**src/hw/mem_pkg.sv**
```systemverilog
// memory back end shared types: widths, memory-op encoding and stage buses
package mem_pkg;

  typedef logic [63:0] word_t;      // gpr / data word
  typedef logic [4:0]  gpr_addr_t;
  typedef logic [11:0] csr_addr_t;
  typedef logic [2:0]  mem_op_t;    // funct3 of the load/store
  typedef logic [63:0] sram_line_t;
  typedef logic [7:0]  sram_strb_t;

  // size field, mem_op[1:0]
  localparam logic [1:0] MEM_SZ_B = 2'b00;
  localparam logic [1:0] MEM_SZ_H = 2'b01;
  localparam logic [1:0] MEM_SZ_W = 2'b10;
  localparam logic [1:0] MEM_SZ_D = 2'b11;
  localparam int         MEM_OP_U = 2;  // unsigned load bit

  // instruction leaving execute
  typedef struct packed {
    gpr_addr_t rd;
    csr_addr_t csr;
    logic      gpr_wen;
    logic      csr_wen;
    logic      mem_ren;
    logic      mem_wen;
    mem_op_t   mem_op;
    logic      csr_inst_sel;  // gpr gets the old csr value
    word_t     csr_rdata;
    word_t     alu_result;    // doubles as mem address
    word_t     store_data;
    word_t     csr_result;
  } es_to_ms_t;

  typedef struct packed {
    logic      gpr_wen;
    gpr_addr_t rd;
    word_t     gpr_data;
    logic      csr_wen;
    csr_addr_t csr;
    word_t     csr_data;
  } ms_to_ws_t;

  typedef struct packed {
    logic      wen;
    gpr_addr_t rd;
    logic      ready;  // data already valid
    word_t     data;
  } bypass_t;

  typedef struct packed {
    logic       req;
    logic       wr;
    word_t      addr;
    sram_strb_t wstrb;
    sram_line_t wdata;
  } sram_req_t;

endpackage

```
**src/hw/lsu_store.sv**
```systemverilog
// store unit: forms the data sram request with byte strobes and lane-replicated write data
`timescale 1ns/1ps

module lsu_store (
  input  logic               i_accept,
  input  mem_pkg::es_to_ms_t i_es,
  output mem_pkg::sram_req_t o_req
);

  import mem_pkg::*;

  logic [2:0] byte_off;
  sram_strb_t size_mask;
  sram_line_t lane_data;

  assign byte_off = i_es.alu_result[2:0];

  // strobe pattern at lane 0 and data copied into every lane of its size
  always_comb begin
    case (i_es.mem_op[1:0])
      MEM_SZ_B: begin
        size_mask = 8'h01;
        lane_data = {8{i_es.store_data[7:0]}};
      end
      MEM_SZ_H: begin
        size_mask = 8'h03;
        lane_data = {4{i_es.store_data[15:0]}};
      end
      MEM_SZ_W: begin
        size_mask = 8'h0f;
        lane_data = {2{i_es.store_data[31:0]}};
      end
      default: begin  // double
        size_mask = 8'hff;
        lane_data = i_es.store_data;
      end
    endcase
  end

  always_comb begin
    o_req.req   = i_accept && (i_es.mem_ren || i_es.mem_wen);  // only in the accept cycle
    o_req.wr    = i_es.mem_wen;
    o_req.addr  = {i_es.alu_result[63:3], 3'b000};  // line aligned
    o_req.wstrb = i_es.mem_wen ? sram_strb_t'(size_mask << byte_off) : '0;
    o_req.wdata = i_es.mem_wen ? lane_data : '0;
  end

endmodule

```
**src/hw/lsu_load.sv**
```systemverilog
// load unit: picks the addressed byte/half/word/double out of the read line and extends it
`timescale 1ns/1ps

module lsu_load (
  input  logic [2:0]          i_addr_low,
  input  mem_pkg::sram_line_t i_rdata,
  input  mem_pkg::mem_op_t    i_mem_op,
  output mem_pkg::word_t      o_rdata
);

  import mem_pkg::*;

  sram_line_t shifted;
  logic       is_unsigned;
  logic       sign;

  assign shifted     = i_rdata >> {i_addr_low, 3'b000};  // addressed byte to lane 0
  assign is_unsigned = i_mem_op[MEM_OP_U];

  always_comb begin
    case (i_mem_op[1:0])
      MEM_SZ_B: begin
        sign    = !is_unsigned && shifted[7];
        o_rdata = {{56{sign}}, shifted[7:0]};
      end
      MEM_SZ_H: begin
        sign    = !is_unsigned && shifted[15];
        o_rdata = {{48{sign}}, shifted[15:0]};
      end
      MEM_SZ_W: begin
        sign    = !is_unsigned && shifted[31];
        o_rdata = {{32{sign}}, shifted[31:0]};
      end
      default: begin
        sign    = 1'b0;  // full width, nothing to extend
        o_rdata = shifted;
      end
    endcase
  end

endmodule

```
**src/hw/mem_stage.sv**
```systemverilog
// memory stage: holds one instruction, waits for data_ok, selects the result and drives bypass
`timescale 1ns/1ps

module mem_stage (
  input  logic                i_clk,
  input  logic                i_arst_n,
  // from execute
  input  logic                i_es_to_ms_valid,
  input  mem_pkg::es_to_ms_t  i_es_to_ms_bus,
  output logic                o_ms_allowin,
  output logic                o_accept,
  // to write-back
  input  logic                i_ws_allowin,
  output logic                o_ms_to_ws_valid,
  output mem_pkg::ms_to_ws_t  o_ms_to_ws_bus,
  // data sram response
  input  logic                i_sram_data_ok,
  input  mem_pkg::sram_line_t i_sram_rdata,
  output mem_pkg::bypass_t    o_bypass
);

  import mem_pkg::*;

  logic       ms_valid;
  es_to_ms_t  ms_r;
  logic       ms_mem;
  logic       ms_ready_go;
  logic       ms_handoff;
  logic       dok_seen;  // data_ok already arrived for this instruction
  sram_line_t line_buf;
  sram_line_t load_line;
  word_t      load_data;
  word_t      gpr_result;
  logic       byp_wen;

  assign ms_mem           = ms_r.mem_ren || ms_r.mem_wen;
  assign ms_ready_go      = ms_mem ? (i_sram_data_ok || dok_seen) : 1'b1;
  assign o_ms_allowin     = !ms_valid || (ms_ready_go && i_ws_allowin);
  assign o_accept         = i_es_to_ms_valid && o_ms_allowin;
  assign o_ms_to_ws_valid = ms_valid && ms_ready_go;
  assign ms_handoff       = o_ms_to_ws_valid && i_ws_allowin;

  always_ff @(posedge i_clk or negedge i_arst_n) begin
    if (!i_arst_n) begin
      ms_valid <= 1'b0;
    end else if (o_ms_allowin) begin
      ms_valid <= i_es_to_ms_valid;
    end
  end

  always_ff @(posedge i_clk) begin
    if (o_accept) begin
      ms_r <= i_es_to_ms_bus;
    end
  end

  // keeps ready_go up after the one-cycle data_ok while write-back stalls
  always_ff @(posedge i_clk or negedge i_arst_n) begin
    if (!i_arst_n) begin
      dok_seen <= 1'b0;
    end else if (ms_handoff) begin
      dok_seen <= 1'b0;
    end else if (ms_valid && ms_mem && i_sram_data_ok) begin
      dok_seen <= 1'b1;
    end
  end

  always_ff @(posedge i_clk) begin
    if (i_sram_data_ok) begin
      line_buf <= i_sram_rdata;
    end
  end

  assign load_line = dok_seen ? line_buf : i_sram_rdata;

  lsu_load u_lsu_load (
    .i_addr_low (ms_r.alu_result[2:0]),
    .i_rdata    (load_line),
    .i_mem_op   (ms_r.mem_op),
    .o_rdata    (load_data)
  );

  assign gpr_result = ms_r.mem_ren ? load_data
                    : (ms_r.csr_inst_sel ? ms_r.csr_rdata : ms_r.alu_result);

  always_comb begin
    o_ms_to_ws_bus.gpr_wen  = ms_r.gpr_wen;
    o_ms_to_ws_bus.rd       = ms_r.rd;
    o_ms_to_ws_bus.gpr_data = gpr_result;
    o_ms_to_ws_bus.csr_wen  = ms_r.csr_wen;
    o_ms_to_ws_bus.csr      = ms_r.csr;
    o_ms_to_ws_bus.csr_data = ms_r.csr_result;
  end

  // bypass to decode
  assign byp_wen = ms_valid && ms_r.gpr_wen;

  always_comb begin
    o_bypass.wen   = byp_wen;
    o_bypass.rd    = byp_wen ? ms_r.rd : '0;
    o_bypass.ready = byp_wen && (!ms_r.mem_ren || ms_ready_go);  // load waits for data
    o_bypass.data  = byp_wen ? gpr_result : '0;
  end

endmodule

```
**src/hw/wb_stage.sv**
```systemverilog
// write-back stage: holds the retiring instruction and drives the gpr and csr write ports
`timescale 1ns/1ps

module wb_stage (
  input  logic               i_clk,
  input  logic               i_arst_n,
  input  logic               i_ms_to_ws_valid,
  input  mem_pkg::ms_to_ws_t i_ms_to_ws_bus,
  input  logic               i_stall,  // register file port busy
  output logic               o_ws_allowin,
  output logic               o_retire,
  output logic               o_gpr_wen,
  output mem_pkg::gpr_addr_t o_rd,
  output mem_pkg::word_t     o_gpr_data,
  output logic               o_csr_wen,
  output mem_pkg::csr_addr_t o_csr,
  output mem_pkg::word_t     o_csr_data
);

  import mem_pkg::*;

  typedef enum logic {
    ws_idle,
    ws_hold
  } ws_state_e;

  ws_state_e state;
  ws_state_e state_nxt;
  ms_to_ws_t ws_r;
  logic      ws_valid;

  assign ws_valid     = (state == ws_hold);
  assign o_retire     = ws_valid && !i_stall;
  assign o_ws_allowin = !ws_valid || !i_stall;  // held instruction blocks the stage

  always_comb begin
    state_nxt = state;
    case (state)
      ws_idle: begin
        if (i_ms_to_ws_valid) begin
          state_nxt = ws_hold;
        end
      end
      ws_hold: begin
        // retiring with nothing behind it
        if (!i_stall && !i_ms_to_ws_valid) begin
          state_nxt = ws_idle;
        end
      end
      default: state_nxt = ws_idle;
    endcase
  end

  always_ff @(posedge i_clk or negedge i_arst_n) begin
    if (!i_arst_n) begin
      state <= ws_idle;
    end else begin
      state <= state_nxt;
    end
  end

  always_ff @(posedge i_clk) begin
    if (i_ms_to_ws_valid && o_ws_allowin) begin
      ws_r <= i_ms_to_ws_bus;
    end
  end

  assign o_gpr_wen  = o_retire && ws_r.gpr_wen;
  assign o_rd       = ws_r.rd;
  assign o_gpr_data = ws_r.gpr_data;
  assign o_csr_wen  = o_retire && ws_r.csr_wen;
  assign o_csr      = ws_r.csr;
  assign o_csr_data = ws_r.csr_data;

endmodule

```
**src/hw/mem_backend_top.sv**
```systemverilog
// memory back end top: store request forming, memory stage and write-back
`timescale 1ns/1ps

module mem_backend_top (
  input  logic                i_clk,
  input  logic                i_arst_n,
  // execute interface
  input  logic                i_es_to_ms_valid,
  input  mem_pkg::es_to_ms_t  i_es_to_ms_bus,
  output logic                o_ms_allowin,
  // data sram
  output mem_pkg::sram_req_t  o_sram_req,
  input  logic                i_sram_data_ok,
  input  mem_pkg::sram_line_t i_sram_rdata,
  // decode bypass
  output mem_pkg::bypass_t    o_bypass,
  // write-back ports
  input  logic                i_ws_stall,
  output logic                o_ws_retire,
  output logic                o_ws_gpr_wen,
  output mem_pkg::gpr_addr_t  o_ws_rd,
  output mem_pkg::word_t      o_ws_gpr_data,
  output logic                o_ws_csr_wen,
  output mem_pkg::csr_addr_t  o_ws_csr,
  output mem_pkg::word_t      o_ws_csr_data
);

  import mem_pkg::*;

  logic      ms_accept;
  logic      ws_allowin;
  logic      ms_to_ws_valid;
  ms_to_ws_t ms_to_ws_bus;

  lsu_store u_lsu_store (
    .i_accept (ms_accept),  // request goes out with the accept
    .i_es     (i_es_to_ms_bus),
    .o_req    (o_sram_req)
  );

  mem_stage u_mem_stage (
    .i_clk            (i_clk),
    .i_arst_n         (i_arst_n),
    .i_es_to_ms_valid (i_es_to_ms_valid),
    .i_es_to_ms_bus   (i_es_to_ms_bus),
    .o_ms_allowin     (o_ms_allowin),
    .o_accept         (ms_accept),
    .i_ws_allowin     (ws_allowin),
    .o_ms_to_ws_valid (ms_to_ws_valid),
    .o_ms_to_ws_bus   (ms_to_ws_bus),
    .i_sram_data_ok   (i_sram_data_ok),
    .i_sram_rdata     (i_sram_rdata),
    .o_bypass         (o_bypass)
  );

  wb_stage u_wb_stage (
    .i_clk            (i_clk),
    .i_arst_n         (i_arst_n),
    .i_ms_to_ws_valid (ms_to_ws_valid),
    .i_ms_to_ws_bus   (ms_to_ws_bus),
    .i_stall          (i_ws_stall),
    .o_ws_allowin     (ws_allowin),
    .o_retire         (o_ws_retire),
    .o_gpr_wen        (o_ws_gpr_wen),
    .o_rd             (o_ws_rd),
    .o_gpr_data       (o_ws_gpr_data),
    .o_csr_wen        (o_ws_csr_wen),
    .o_csr            (o_ws_csr),
    .o_csr_data       (o_ws_csr_data)
  );

endmodule

```
**config.mk**
```make
export PLATFORM = sky130hd
export DESIGN_NAME = mem_backend_top
export DESIGN_NICKNAME = d
export VERILOG_FILES = /design/src/hw/mem_pkg.sv /design/src/hw/lsu_store.sv /design/src/hw/lsu_load.sv /design/src/hw/mem_stage.sv /design/src/hw/wb_stage.sv /design/src/hw/mem_backend_top.sv
export SDC_FILE = /design/constraint.sdc
export NUM_CORES = 1
export LEC_CHECK = 0
export BUFFER_PORTS_ARGS = -buffer_cell sky130_fd_sc_hd__buf_2
export CAP_MARGIN = 20
export CELL_PAD_IN_SITES_DETAIL_PLACEMENT = 1
export CELL_PAD_IN_SITES_GLOBAL_PLACEMENT = 2
export CORE_AREA = 2 2 272 274
export DETAILED_ROUTE_END_ITERATION = 7
export DIE_AREA = 0 0 274 276
export PLACE_DENSITY = 0.78
export SYNTH_ARGS = -nofsm -noshare
export SYNTH_HDL_FRONTEND = slang
export SYNTH_SLANG_ARGS = --single-unit
```
**constraint.sdc**
```tcl
create_clock -name i_clk -period 13.15 [get_ports i_clk]
set_clock_uncertainty 0.2 [all_clocks]
set_input_delay 0.6575 -clock i_clk [delete_from_list [all_inputs] [get_ports i_clk]]
set_output_delay 0.6575 -clock i_clk [all_outputs]
set_load 0.02 [all_outputs]
```
======== Yosys cells after proc, flatten, opt, wreduce, memory -nomap -nowiden ========
Cells that the tools add are included.
storage, ports and cells
  bits in registers ....................... 431
  output and inout bits ................... 358
  logic and storage cells ................. 75
cells by class
  equality and inequality tests ........... 4
  shifts and indexed selects .............. 2
  mux-type cells .......................... 16
  bitwise gates (word level) .............. 1
  reduce and logical (&&, ||, !) cells .... 31
operators by type and width
  operator                                             count
  case mux 64 bit (3 select lines)                     2
  two-way mux 64 bit                                   5
  >> shifter 64 x 6 -> 64 bit                          1
  case mux 8 bit (3 select lines)                      1
  logical AND 1 bit                                    16
  two-way mux 8 bit                                    1
  << shifter 8 x 3 -> 8 bit                            1
  logical NOT 1 bit                                    6
  logical OR 1 bit                                     6
  two-way mux 1 bit                                    5
  two-way mux 5 bit                                    1
  equality test 2 x 1 -> 1 bit, second input constant  2
  equality test 2 bit, second input constant           2
  logical NOT 2 bit                                    2
  case mux 1 bit (2 select lines)                      1
  nonzero test 2 bit                                   1
  inverter 1 bit                                       1

======== Depth between registers and ports, before layout ========
Gate-level depths: netlist of run 1.
  word-level depth ........................ 7
  depth in mapped cells ................... 10

======== Cells and area by module ========
A second synthesis of run 1 with hierarchy kept.
second synthesis, totals
  cell total of the unflattened synthesis .. 1,675
  area, all modules ....................... 22,316.4 µm²
by module, submodules not included
  module     times used  cells each  area an instance (µm²)
  mem_stage  1           811         12,458.2
  wb_stage   1           299         5,571.6
  lsu_load   1           264         2,299.7
  lsu_store  1           301         1,986.9

======== Worst setup path before layout of run 1 ========
Ideal clock, no wire load.
  path type ............................... reg2reg
  from .................................... reg u_mem_stage.dok_seen
  to ...................................... reg u_mem_stage.ms_r[128] (netlist name) (enable)
  setup time .............................. 0.604 ns
  arrival ................................. 6.423 ns
  required time ........................... 12.346 ns
  setup slack ............................. 5.923 ns
  stages on the path, launching flop included .. 10
  path buffers ............................ 4
  period minus slack after synthesis ...... 7.227 ns
  cell sequence ........................... dfrtp_1 > buf_4 > buf_6 > buf_4 > buf_4 > nor2_1 > nand2_1 > nand2_1 > nand2_1 > and2_1
between the ends
  cells in the longest elaborated chain, start to end .. 5
ends and longest elaborated chain
  what                    RTL line               RTL
  from (decl)             mem_stage.sv:29        logic dok_seen;
  from (signal assigned)  mem_stage.sv:60        dok_seen <= 1'b0;
  from (signal assigned)  mem_stage.sv:62        dok_seen <= 1'b0;
  from (signal assigned)  mem_stage.sv:64        dok_seen <= 1'b1;
  logical OR 1 bit        mem_stage.sv:37        assign ms_ready_go = ms_mem ? (i_sram_data_ok || dok_seen) : 1'b1;
  two-way mux 1 bit       mem_stage.sv:37
  logical AND 1 bit       mem_stage.sv:38        assign o_ms_allowin = !ms_valid || (ms_ready_go && i_ws_allowin);
  logical OR 1 bit        mem_stage.sv:38
  via o_ms_allowin        mem_backend_top.sv:10  output logic o_ms_allowin,
  logical AND 1 bit       mem_stage.sv:39        assign o_accept = i_es_to_ms_valid && o_ms_allowin;
  via ms_accept           mem_backend_top.sv:30  logic ms_accept;
  to (signal assigned)    mem_stage.sv:53        ms_r <= i_es_to_ms_bus;
  to (decl)               mem_stage.sv:25        es_to_ms_t ms_r;
The timed path passes the listed nets, and every way through them passes these cells.
A chain may end at the register's enable or synchronous reset.

==> results_tabular.tex, run 1 <==
\begin{tabular}{lr}
\hline
Metric & Value \\
\hline
\multicolumn{2}{l}{\textbf{Status}} \\
Run status & complete, no violations \\
\multicolumn{2}{l}{\textbf{Timing}} \\
Relative slew slack & 0.300 \\
Setup repair after global routing missed its margin & no \\
Pin slew with the least headroom to its limit & around 1000 ps \\
Setup tns final & 0 ps \\
Fmax & $\sim$190 MHz \\
Count of final setup violators & 0 \\
Final Max Tran Viols & 0 \\
Final number of hold-violating endpoints & 0 \\
Final critical path time including I/O delays and setup & 5300 ps \\
Part of the cycle the worst path needs & 0.403 \\
\multicolumn{2}{l}{\textbf{Placed design}} \\
Cell Area, Placed & 24500 um2 \\
HPWL after DPL & 60700 um \\
Port Buffers & 704 \\
Final GP Congestion & 0.862 \\
\multicolumn{2}{l}{\textbf{Route}} \\
Via count of the routed design & 15.2k \\
Detailed Route WL & roughly 79000 um \\
Mean routed wirelength per cell & 26.1 um \\
TritonRoute pass-1 iters & 5 \\
Iter 0 DRT Violations & around 980 \\
Post-route antenna net violation count & 0 \\
Post-route DRC violation count & 0 \\
Routed vias/inst & approximately 5 \\
\multicolumn{2}{l}{\textbf{GRT}} \\
Vias in the first global route & around 16k \\
Maximum number of pins on one net before global-route repair & 77 \\
Global-route wire length before repair & 111000 um \\
Total Routing Usage GR & 0.202 \\
Initial antenna violation count & 42 \\
GR Overflow Total & 0 \\
\multicolumn{2}{l}{\textbf{Synth}} \\
Share of synthesized flip-flops with an asynchronous set or reset & 0.00696 \\
Leading post-synthesis cells by cell area & sky130\_fd\_sc\_hd\_\_edfxtp\_1 (59\%), sky130\_fd\_sc\_hd\_\_buf\_4 (7.6\%), sky130\_fd\_sc\_hd\_\_mux4\_2 (7.2\%), sky130\_fd\_sc\_hd\_\_mux2i\_1 (2.9\%), sky130\_fd\_sc\_hd\_\_mux2\_2 (2.5\%) \\
Number of enable flip-flop cells after synthesis & 428 \\
Main flop type after synthesis & sky130\_fd\_sc\_hd\_\_edfxtp\_1 \\
Synthesized area per cell & 13.9 um2 \\
Post-synthesis sequential element count & 431 \\
Count of cell types in the netlist & 58 \\
Most numerous cell types in the synthesized netlist & sky130\_fd\_sc\_hd\_\_edfxtp\_1 (428), sky130\_fd\_sc\_hd\_\_buf\_4 (220), sky130\_fd\_sc\_hd\_\_nand2\_1 (110) \\
Yosys top cell area share & 0.591 \\
Yosys warning count & 0 \\
Cell with the most instances after synthesis & sky130\_fd\_sc\_hd\_\_edfxtp\_1 \\
Cell area after synthesis & 21800 um2 \\
Cell taking the most area after synthesis & sky130\_fd\_sc\_hd\_\_edfxtp\_1 \\
Synthesized netlist cell count & 1560 \\
Seq/Total Area, Yosys & 0.594 \\
\multicolumn{2}{l}{\textbf{Floorplan}} \\
Effective utilization at floorplan & 0.300 \\
Placeable core region & $\sim$73000 um2 \\
Number of core rows & 99 \\
Top-level port count & 708 \\
Height of the chip & 276 um \\
Die outline area & around 76000 um2 \\
Die Width & between 200 and 300 um \\
\multicolumn{2}{l}{\textbf{Pwr}} \\
PD cells & 152 nW/um2 \\
Leakage & 10.3 nW \\
Peak ir drop on the vdd network & 0.104 mV \\
\multicolumn{2}{l}{\textbf{CTS}} \\
Clock net sink count & about 430 \\
Clock input transition at the sequential cells of the worst setup and hold paths & about 60 ps \\
Clock tree from TritonCTS & yes \\
Clock insertion delay at the later pin of the skew report & 600 ps \\
H-tree lvl count & 2 \\
CTS root buffer & sky130\_fd\_sc\_hd\_\_clkbuf\_16 \\
Longest Clk Path Bufs & 3 \\
Total clock buffers created by CTS & 47 \\
\multicolumn{2}{l}{\textbf{Cells and area}} \\
Number of nets in the final layout & 2372 \\
Post-synthesis to final-layout area growth & 20.4\% \\
Finished Cell Area & around 26000 um2 \\
Fraction of layout cells with a size suffix above 1 & 0.476 \\
Fillers & 7896 \\
\multicolumn{2}{l}{\textbf{Worst setup path}} \\
Origin of the worst setup path & u\_mem\_stage.ms\_r[130] \\
End of the critical path & o\_bypass[33] \\
Startpoint of the worst-slack reg-to-reg timing path & u\_mem\_stage.dok\_seen \\
Flop2flop setup slack & approximately 8500 ps \\
CP Data Required Time & 12290 ps \\
Crit Path Class & reg2out \\
Highest net fanout along the worst path & 49 \\
CP arrival & 4450 ps \\
Path depth of the worst reg2reg path & 8 \\
Worst setup SP type & register \\
Type of element capturing the critical path & primary output \\
Reg-to-Reg End & u\_mem\_stage.ms\_r[250] \\
\multicolumn{2}{l}{\textbf{Flow run}} \\
Max-cap check violation count & 0 \\
\multicolumn{2}{l}{\textbf{Min path}} \\
Min-delay worst type & in2reg \\
\hline
\end{tabular}
-- cells by family after synthesis --
| logic type | count (synthesis) | synth area share |
|---|---|---|
| DFF | 431 | 0.594 |
| muxes | 182 | 0.127 |
| other | 1 | 0.000172 |
| buffers and inverters | 340 | 0.101 |
| and+or+nand+nor | 300 | 0.0687 |
| AOI/OAI and AO/OA | 306 | 0.109 |
-- area by class of cell --
class                           count  area, um2  share of cell area
Inverter                           17       63.8             0.00244
Clock inverter                     29        298              0.0114
Multi-Input combinational cell    791       6650               0.254
Antenna cell                       17       42.5             0.00162
Tap cell                          959       1200              0.0458
Clock buffer                       59       1250              0.0478
Sequential cell                   431      12900               0.494
Timing Repair Buffer              734       3760               0.144
-- flip-flops by register name (all words and copies together), names as in the netlist --
| signal | cells |
|---|---|
| u_mem_stage.dok_seen | 1 |
| u_wb_stage.o_rd | 5 |
| u_mem_stage.ms_valid | 1 |
| u_wb_stage.state | 1 |
| u_mem_stage.ms_r | 134 |
| u_mem_stage.o_ms_to_ws_bus | 83 |
| u_wb_stage.o_gpr_data | 64 |
| u_mem_stage.line_buf | 64 |
| u_wb_stage.ws_r | 2 |
| u_wb_stage.o_csr_data | 64 |
| u_wb_stage.o_csr | 12 |
-- worst max-delay path: stages, from the launching register on --
cell                       delay [ps]
sky130_fd_sc_hd__edfxtp_1         700
sky130_fd_sc_hd__inv_2            700
sky130_fd_sc_hd__nor3_1           140
sky130_fd_sc_hd__o32ai_2          910
sky130_fd_sc_hd__o21ai_4          310
sky130_fd_sc_hd__buf_4            440
sky130_fd_sc_hd__a211oi_1         360
sky130_fd_sc_hd__buf_2            230
-- worst min path at each step --
stage,from,endpoint,depth (start not counted)
global route,i_es_to_ms_bus[235],u_mem_stage.ms_r[235],1
detailed placement,u_mem_stage.o_ms_to_ws_bus[43],u_wb_stage.o_csr_data[43],0
floorplan,i_arst_n,u_mem_stage.dok_seen,0
global placement,u_mem_stage.o_ms_to_ws_bus[45],u_wb_stage.o_csr_data[45],0
finish,i_es_to_ms_bus[32],u_mem_stage.o_ms_to_ws_bus[32],1
CTS,i_es_to_ms_bus[235],u_mem_stage.ms_r[235],1
-- timing repair --
action,4_1_cts,5_1_grt
resized for setup,0,0
hold endpoints to repair,8,0
hold buffers,6,0
setup buffers,0,0
endpoints found under the setup margin,0,0
-- where the power goes --
part	total [mW]	leakage, nW	internal (mW)	switching [mW]
Combinational	0.880	5.46	0.300	0.581
Clock	1.33	0.760	0.763	0.569
Sequential	1.76	4.13	1.70	0.0574
Total	3.97	10.3	2.76	1.21
-- per-stage QoR --
| step | cells | hold WS, ps | setup WS, ps | utilization | total power [mW] |
|---|---|---|---|---|---|
| global placement | 2926 | 200 | 8600 | 0.338 | 2.66 |
| CTS | 3020 | 0.533 | 7850 | 0.360 | 4.02 |
| finish | 3037 | 28.0 | 7850 | 0.361 | 3.97 |
| global route | 3030 | 8.87 | 7660 | 0.361 | 4.13 |
| floorplan | 1562 | 162 | 5920 | - | 2.43 |
| detailed placement | 2926 | 206 | 8440 | 0.338 | 2.68 |
-- placed cells by master (no fill, tap or decap), types with 23 or more instances in the layout --
master,instances
sky130_fd_sc_hd__mux2i_1,64
sky130_fd_sc_hd__edfxtp_1,428
sky130_fd_sc_hd__nor2_1,38
sky130_fd_sc_hd__clkbuf_16,48
sky130_fd_sc_hd__buf_4,24
sky130_fd_sc_hd__nand2_1,109
sky130_fd_sc_hd__a211oi_1,38
sky130_fd_sc_hd__a211oi_2,28
sky130_fd_sc_hd__mux4_2,70
sky130_fd_sc_hd__mux2_2,48
sky130_fd_sc_hd__buf_2,704
sky130_fd_sc_hd__nor3b_1,23
sky130_fd_sc_hd__nor2b_1,46
sky130_fd_sc_hd__nand3_1,23
sky130_fd_sc_hd__a21oi_1,86
-- per-layer routing --
metal | share of wire | global-route usage
met1 | 0.37 | 0.231
met2 | 0.51 | 0.363
met3 | 0.083 | 0.0570
met4 | 0.029 | 0.0619
met5 | 0.0023 | 0
Power figures use the tool's default switching activity.
==> inputs of run 2 (changes only) <==
Settings changed: CORE_AREA 2 2 272 274 to 2 2 273 275, DIE_AREA 0 0 274 276 to 0 0 275 277, PLACE_DENSITY 0.78 to 0.8.
Clock period 13.15 ns to 4.6 ns, I/O delays scaled along.
==> run 2 against run 1 <==
  * Flip-flop and latch count stayed put
  * Cell count is 10% higher
  * Non-clock buffer count is 295 higher
  * Design area is 12% higher
  * Critical endpoint is now o_bypass[37]
  * Largest cell class unchanged
  * Utilization is 3.8 points higher
  * Critical path depth is 1 higher
==> results_tabular.tex, run 2 (synthesis gave the netlist of run 1 again) <==
\begin{tabular}{lr}
\hline
Metric & Value \\
\hline
\multicolumn{2}{l}{\textbf{Status}} \\
Run status & complete, no violations \\
\multicolumn{2}{l}{\textbf{Route}} \\
Routed vias/inst & roughly 5.0 \\
Iter 0 DRT Violations & 1158 \\
Mean routed wirelength per cell & approximately 27 um \\
Detailed Route WL & around 91000 um \\
TritonRoute pass-1 iters & 5 \\
Post-route antenna net violation count & 0 \\
Via count of the routed design & 16.8k \\
Post-route DRC violation count & 0 \\
\multicolumn{2}{l}{\textbf{Floorplan}} \\
Effective utilization at floorplan & 0.296 \\
Top-level port count & a little over 700 \\
Die outline area & between 70000 and 80000 um2 \\
Die Width & 275 um \\
Placeable core region & 73600 um2 \\
Height of the chip & between 200 and 300 um \\
Number of core rows & 100 \\
\multicolumn{2}{l}{\textbf{Placed design}} \\
HPWL after DPL & 62800 um \\
Port Buffers & 704 \\
Final GP Congestion & about 0.92 \\
\multicolumn{2}{l}{\textbf{Cells and area}} \\
End-of-flow core utilization & 0.399 \\
Fraction of layout cells with a size suffix above 1 & 0.425 \\
Fillers & 7904 \\
Post-synthesis to final-layout area growth & 35.0\% \\
Most flops, register & u\_mem\_stage.ms\_r \\
Commonest non-fill, non-tap cells in the layout & sky130\_fd\_sc\_hd\_\_buf\_2 (704), sky130\_fd\_sc\_hd\_\_edfxtp\_1 (428), sky130\_fd\_sc\_hd\_\_dlygate4sd3\_1 (284) \\
Leading cell type in the layout, fill and taps excluded & sky130\_fd\_sc\_hd\_\_buf\_2 \\
Number of nets in the final layout & 2669 \\
Flip-flop count of the largest register, all copies and words added & between 100 and 150 \\
\multicolumn{2}{l}{\textbf{Worst setup path}} \\
CP Data Required Time & approximately 4200 ps \\
Worst setup SP type & register \\
Highest net fanout along the worst path & 40 \\
CP arrival & 3970 ps \\
Crit Path Class & reg2out \\
Path depth of the worst reg2reg path & 8 \\
Startpoint of the worst-slack reg-to-reg timing path & u\_mem\_stage.ms\_r[128] \\
Type of element capturing the critical path & primary output \\
Flop2flop setup slack & $\sim$1100 ps \\
Reg-to-Reg End & u\_wb\_stage.o\_gpr\_data[40] \\
\multicolumn{2}{l}{\textbf{CTS}} \\
Clock insertion delay at the later pin of the skew report & 610 ps \\
Clock net sink count & 431 \\
Total clock buffers created by CTS & between 40 and 50 \\
Clock input transition at the sequential cells of the worst setup and hold paths & 60 ps \\
H-tree lvl count & 2 \\
PostCTS Resize Cnt & 0 \\
Clock tree from TritonCTS & yes \\
Longest Clk Path Bufs & 3 \\
CTS root buffer & sky130\_fd\_sc\_hd\_\_clkbuf\_16 \\
\multicolumn{2}{l}{\textbf{Pwr}} \\
Peak ir drop on the vdd network & 0.351 mV \\
Leakage & 11.7 nW \\
PD cells & a little over 400 nW/um2 \\
\multicolumn{2}{l}{\textbf{GRT}} \\
Global-route wire length before repair & roughly 130000 um \\
Total Routing Usage GR & 0.229 \\
Vias in the first global route & 18.0k \\
Maximum number of pins on one net before global-route repair & 98 \\
GR Overflow Total & 0 \\
Met2 track utilization from global routing & 0.420 \\
GRT met3 Usage & 0.0577 \\
Most used routing layer in global routing & met2 \\
Met1 usage in global routing & 0.251 \\
Initial antenna violation count & 22 \\
\multicolumn{2}{l}{\textbf{Timing}} \\
Final Max Tran Viols & 0 \\
Final number of hold-violating endpoints & 0 \\
Setup tns final & 0 ps \\
Relative slew slack & 0.265 \\
Setup repair after global routing missed its margin & no \\
Part of the cycle the worst path needs & 0.957 \\
Fmax & between 200 and 250 MHz \\
Count of final setup violators & 0 \\
Pin slew with the least headroom to its limit & $\sim$1100 ps \\
Final critical path time including I/O delays and setup & 4400 ps \\
\multicolumn{2}{l}{\textbf{Min path}} \\
Hold Path End & u\_mem\_stage.ms\_r[258] \\
Min-delay worst type & in2reg \\
Start point of the worst min-delay path & i\_es\_to\_ms\_bus[258] \\
Hold path depth & 1 \\
\multicolumn{2}{l}{\textbf{Flow run}} \\
Max-cap check violation count & 0 \\
\hline
\end{tabular}
run 2: cell count changes in the layout (fill, tap and decap cells not counted), sizes merged, moves of 2 or more:
cell,delta
buf,+17
bufinv,+3
clkbuf,-4
clkinv,-2
clkinvlp,+2
dlygate4sd3,+278
inv,+3
run 2: layout make-up:
class / count / area [um2] / area share
flip-flops and latches: 431 / 12900 / 0.440
diodes: 16 / 40.0 / 0.00136
repair buffers: 1029 / 6820 / 0.232
inverters: 17 / 63.8 / 0.00217
clock buffers: 55 / 1250 / 0.0425
well taps: 969 / 1210 / 0.0413
clock inverters: 35 / 407 / 0.0138
multi-input cells: 791 / 6650 / 0.226
run 2: timing repair:
item / in CTS / in global routing
endpoints found under the hold margin: 284 / 0
setup buffers: 1 / 1
hold buffers: 284 / 0
endpoints found under the setup margin: 1 / 1
pin swaps: 0 / 0
run 2: worst max-delay path by stage:
| stage | endpoint | slack [ps] | depth (start not counted) | from |
|---|---|---|---|---|
| 3_3_place_gp | o_bypass[37] | 760 | 8 | u_mem_stage.ms_r[128] |
| 4_1_cts | o_bypass[10] | 160 | 6 | u_mem_stage.dok_seen |
| 3_5_place_dp | o_bypass[37] | 690 | 8 | u_mem_stage.ms_r[128] |
| 5_1_grt | o_bypass[37] | 70 | 8 | u_mem_stage.ms_r[128] |
| 6_report | o_bypass[37] | 200 | 8 | u_mem_stage.ms_r[128] |
| 2_1_floorplan | u_wb_stage.o_csr[0] | 950 | 7 | u_mem_stage.dok_seen |
run 2: per-layer routing:
layer,share of wire,wire length (um),vias to the layer above
li1,-,-,7331
met1,0.36,32900,8461
met2,0.52,47200,825
met3,0.075,6770,168
met4,0.040,3600,16
met5,0.0012,110,-
run 2: per-stage QoR:
step                      power, mW  std cells  setup slack (ps)  hold WS, ps  instance area (um2)
final                          12.0       3343               198          128                29400
after global routing           12.5       3340              70.8          107                29400
after detailed placement       7.72       2951               688         -139                24800
after floorplan                6.89       1562               946         -266                21800
after CTS                      12.0       3326               157         90.2                29300
after global placement         7.65       2951               762         -136                24800
run 2: power breakdown:
part	switching, mW	internal, mW	total [mW]
registers	0.204	4.85	5.06
clock network	1.77	2.37	4.14
logic	1.77	1.07	2.84
run 2: worst max-delay path: stages (launching register included):
cell and delay (ps):
sky130_fd_sc_hd__edfxtp_1 800, sky130_fd_sc_hd__buf_4 460, sky130_fd_sc_hd__mux2i_1 140, sky130_fd_sc_hd__o32a_1 330, sky130_fd_sc_hd__a41oi_2 280, sky130_fd_sc_hd__o21ai_4 270, sky130_fd_sc_hd__buf_12 280, sky130_fd_sc_hd__a211oi_2 480
sky130_fd_sc_hd__buf_2 270
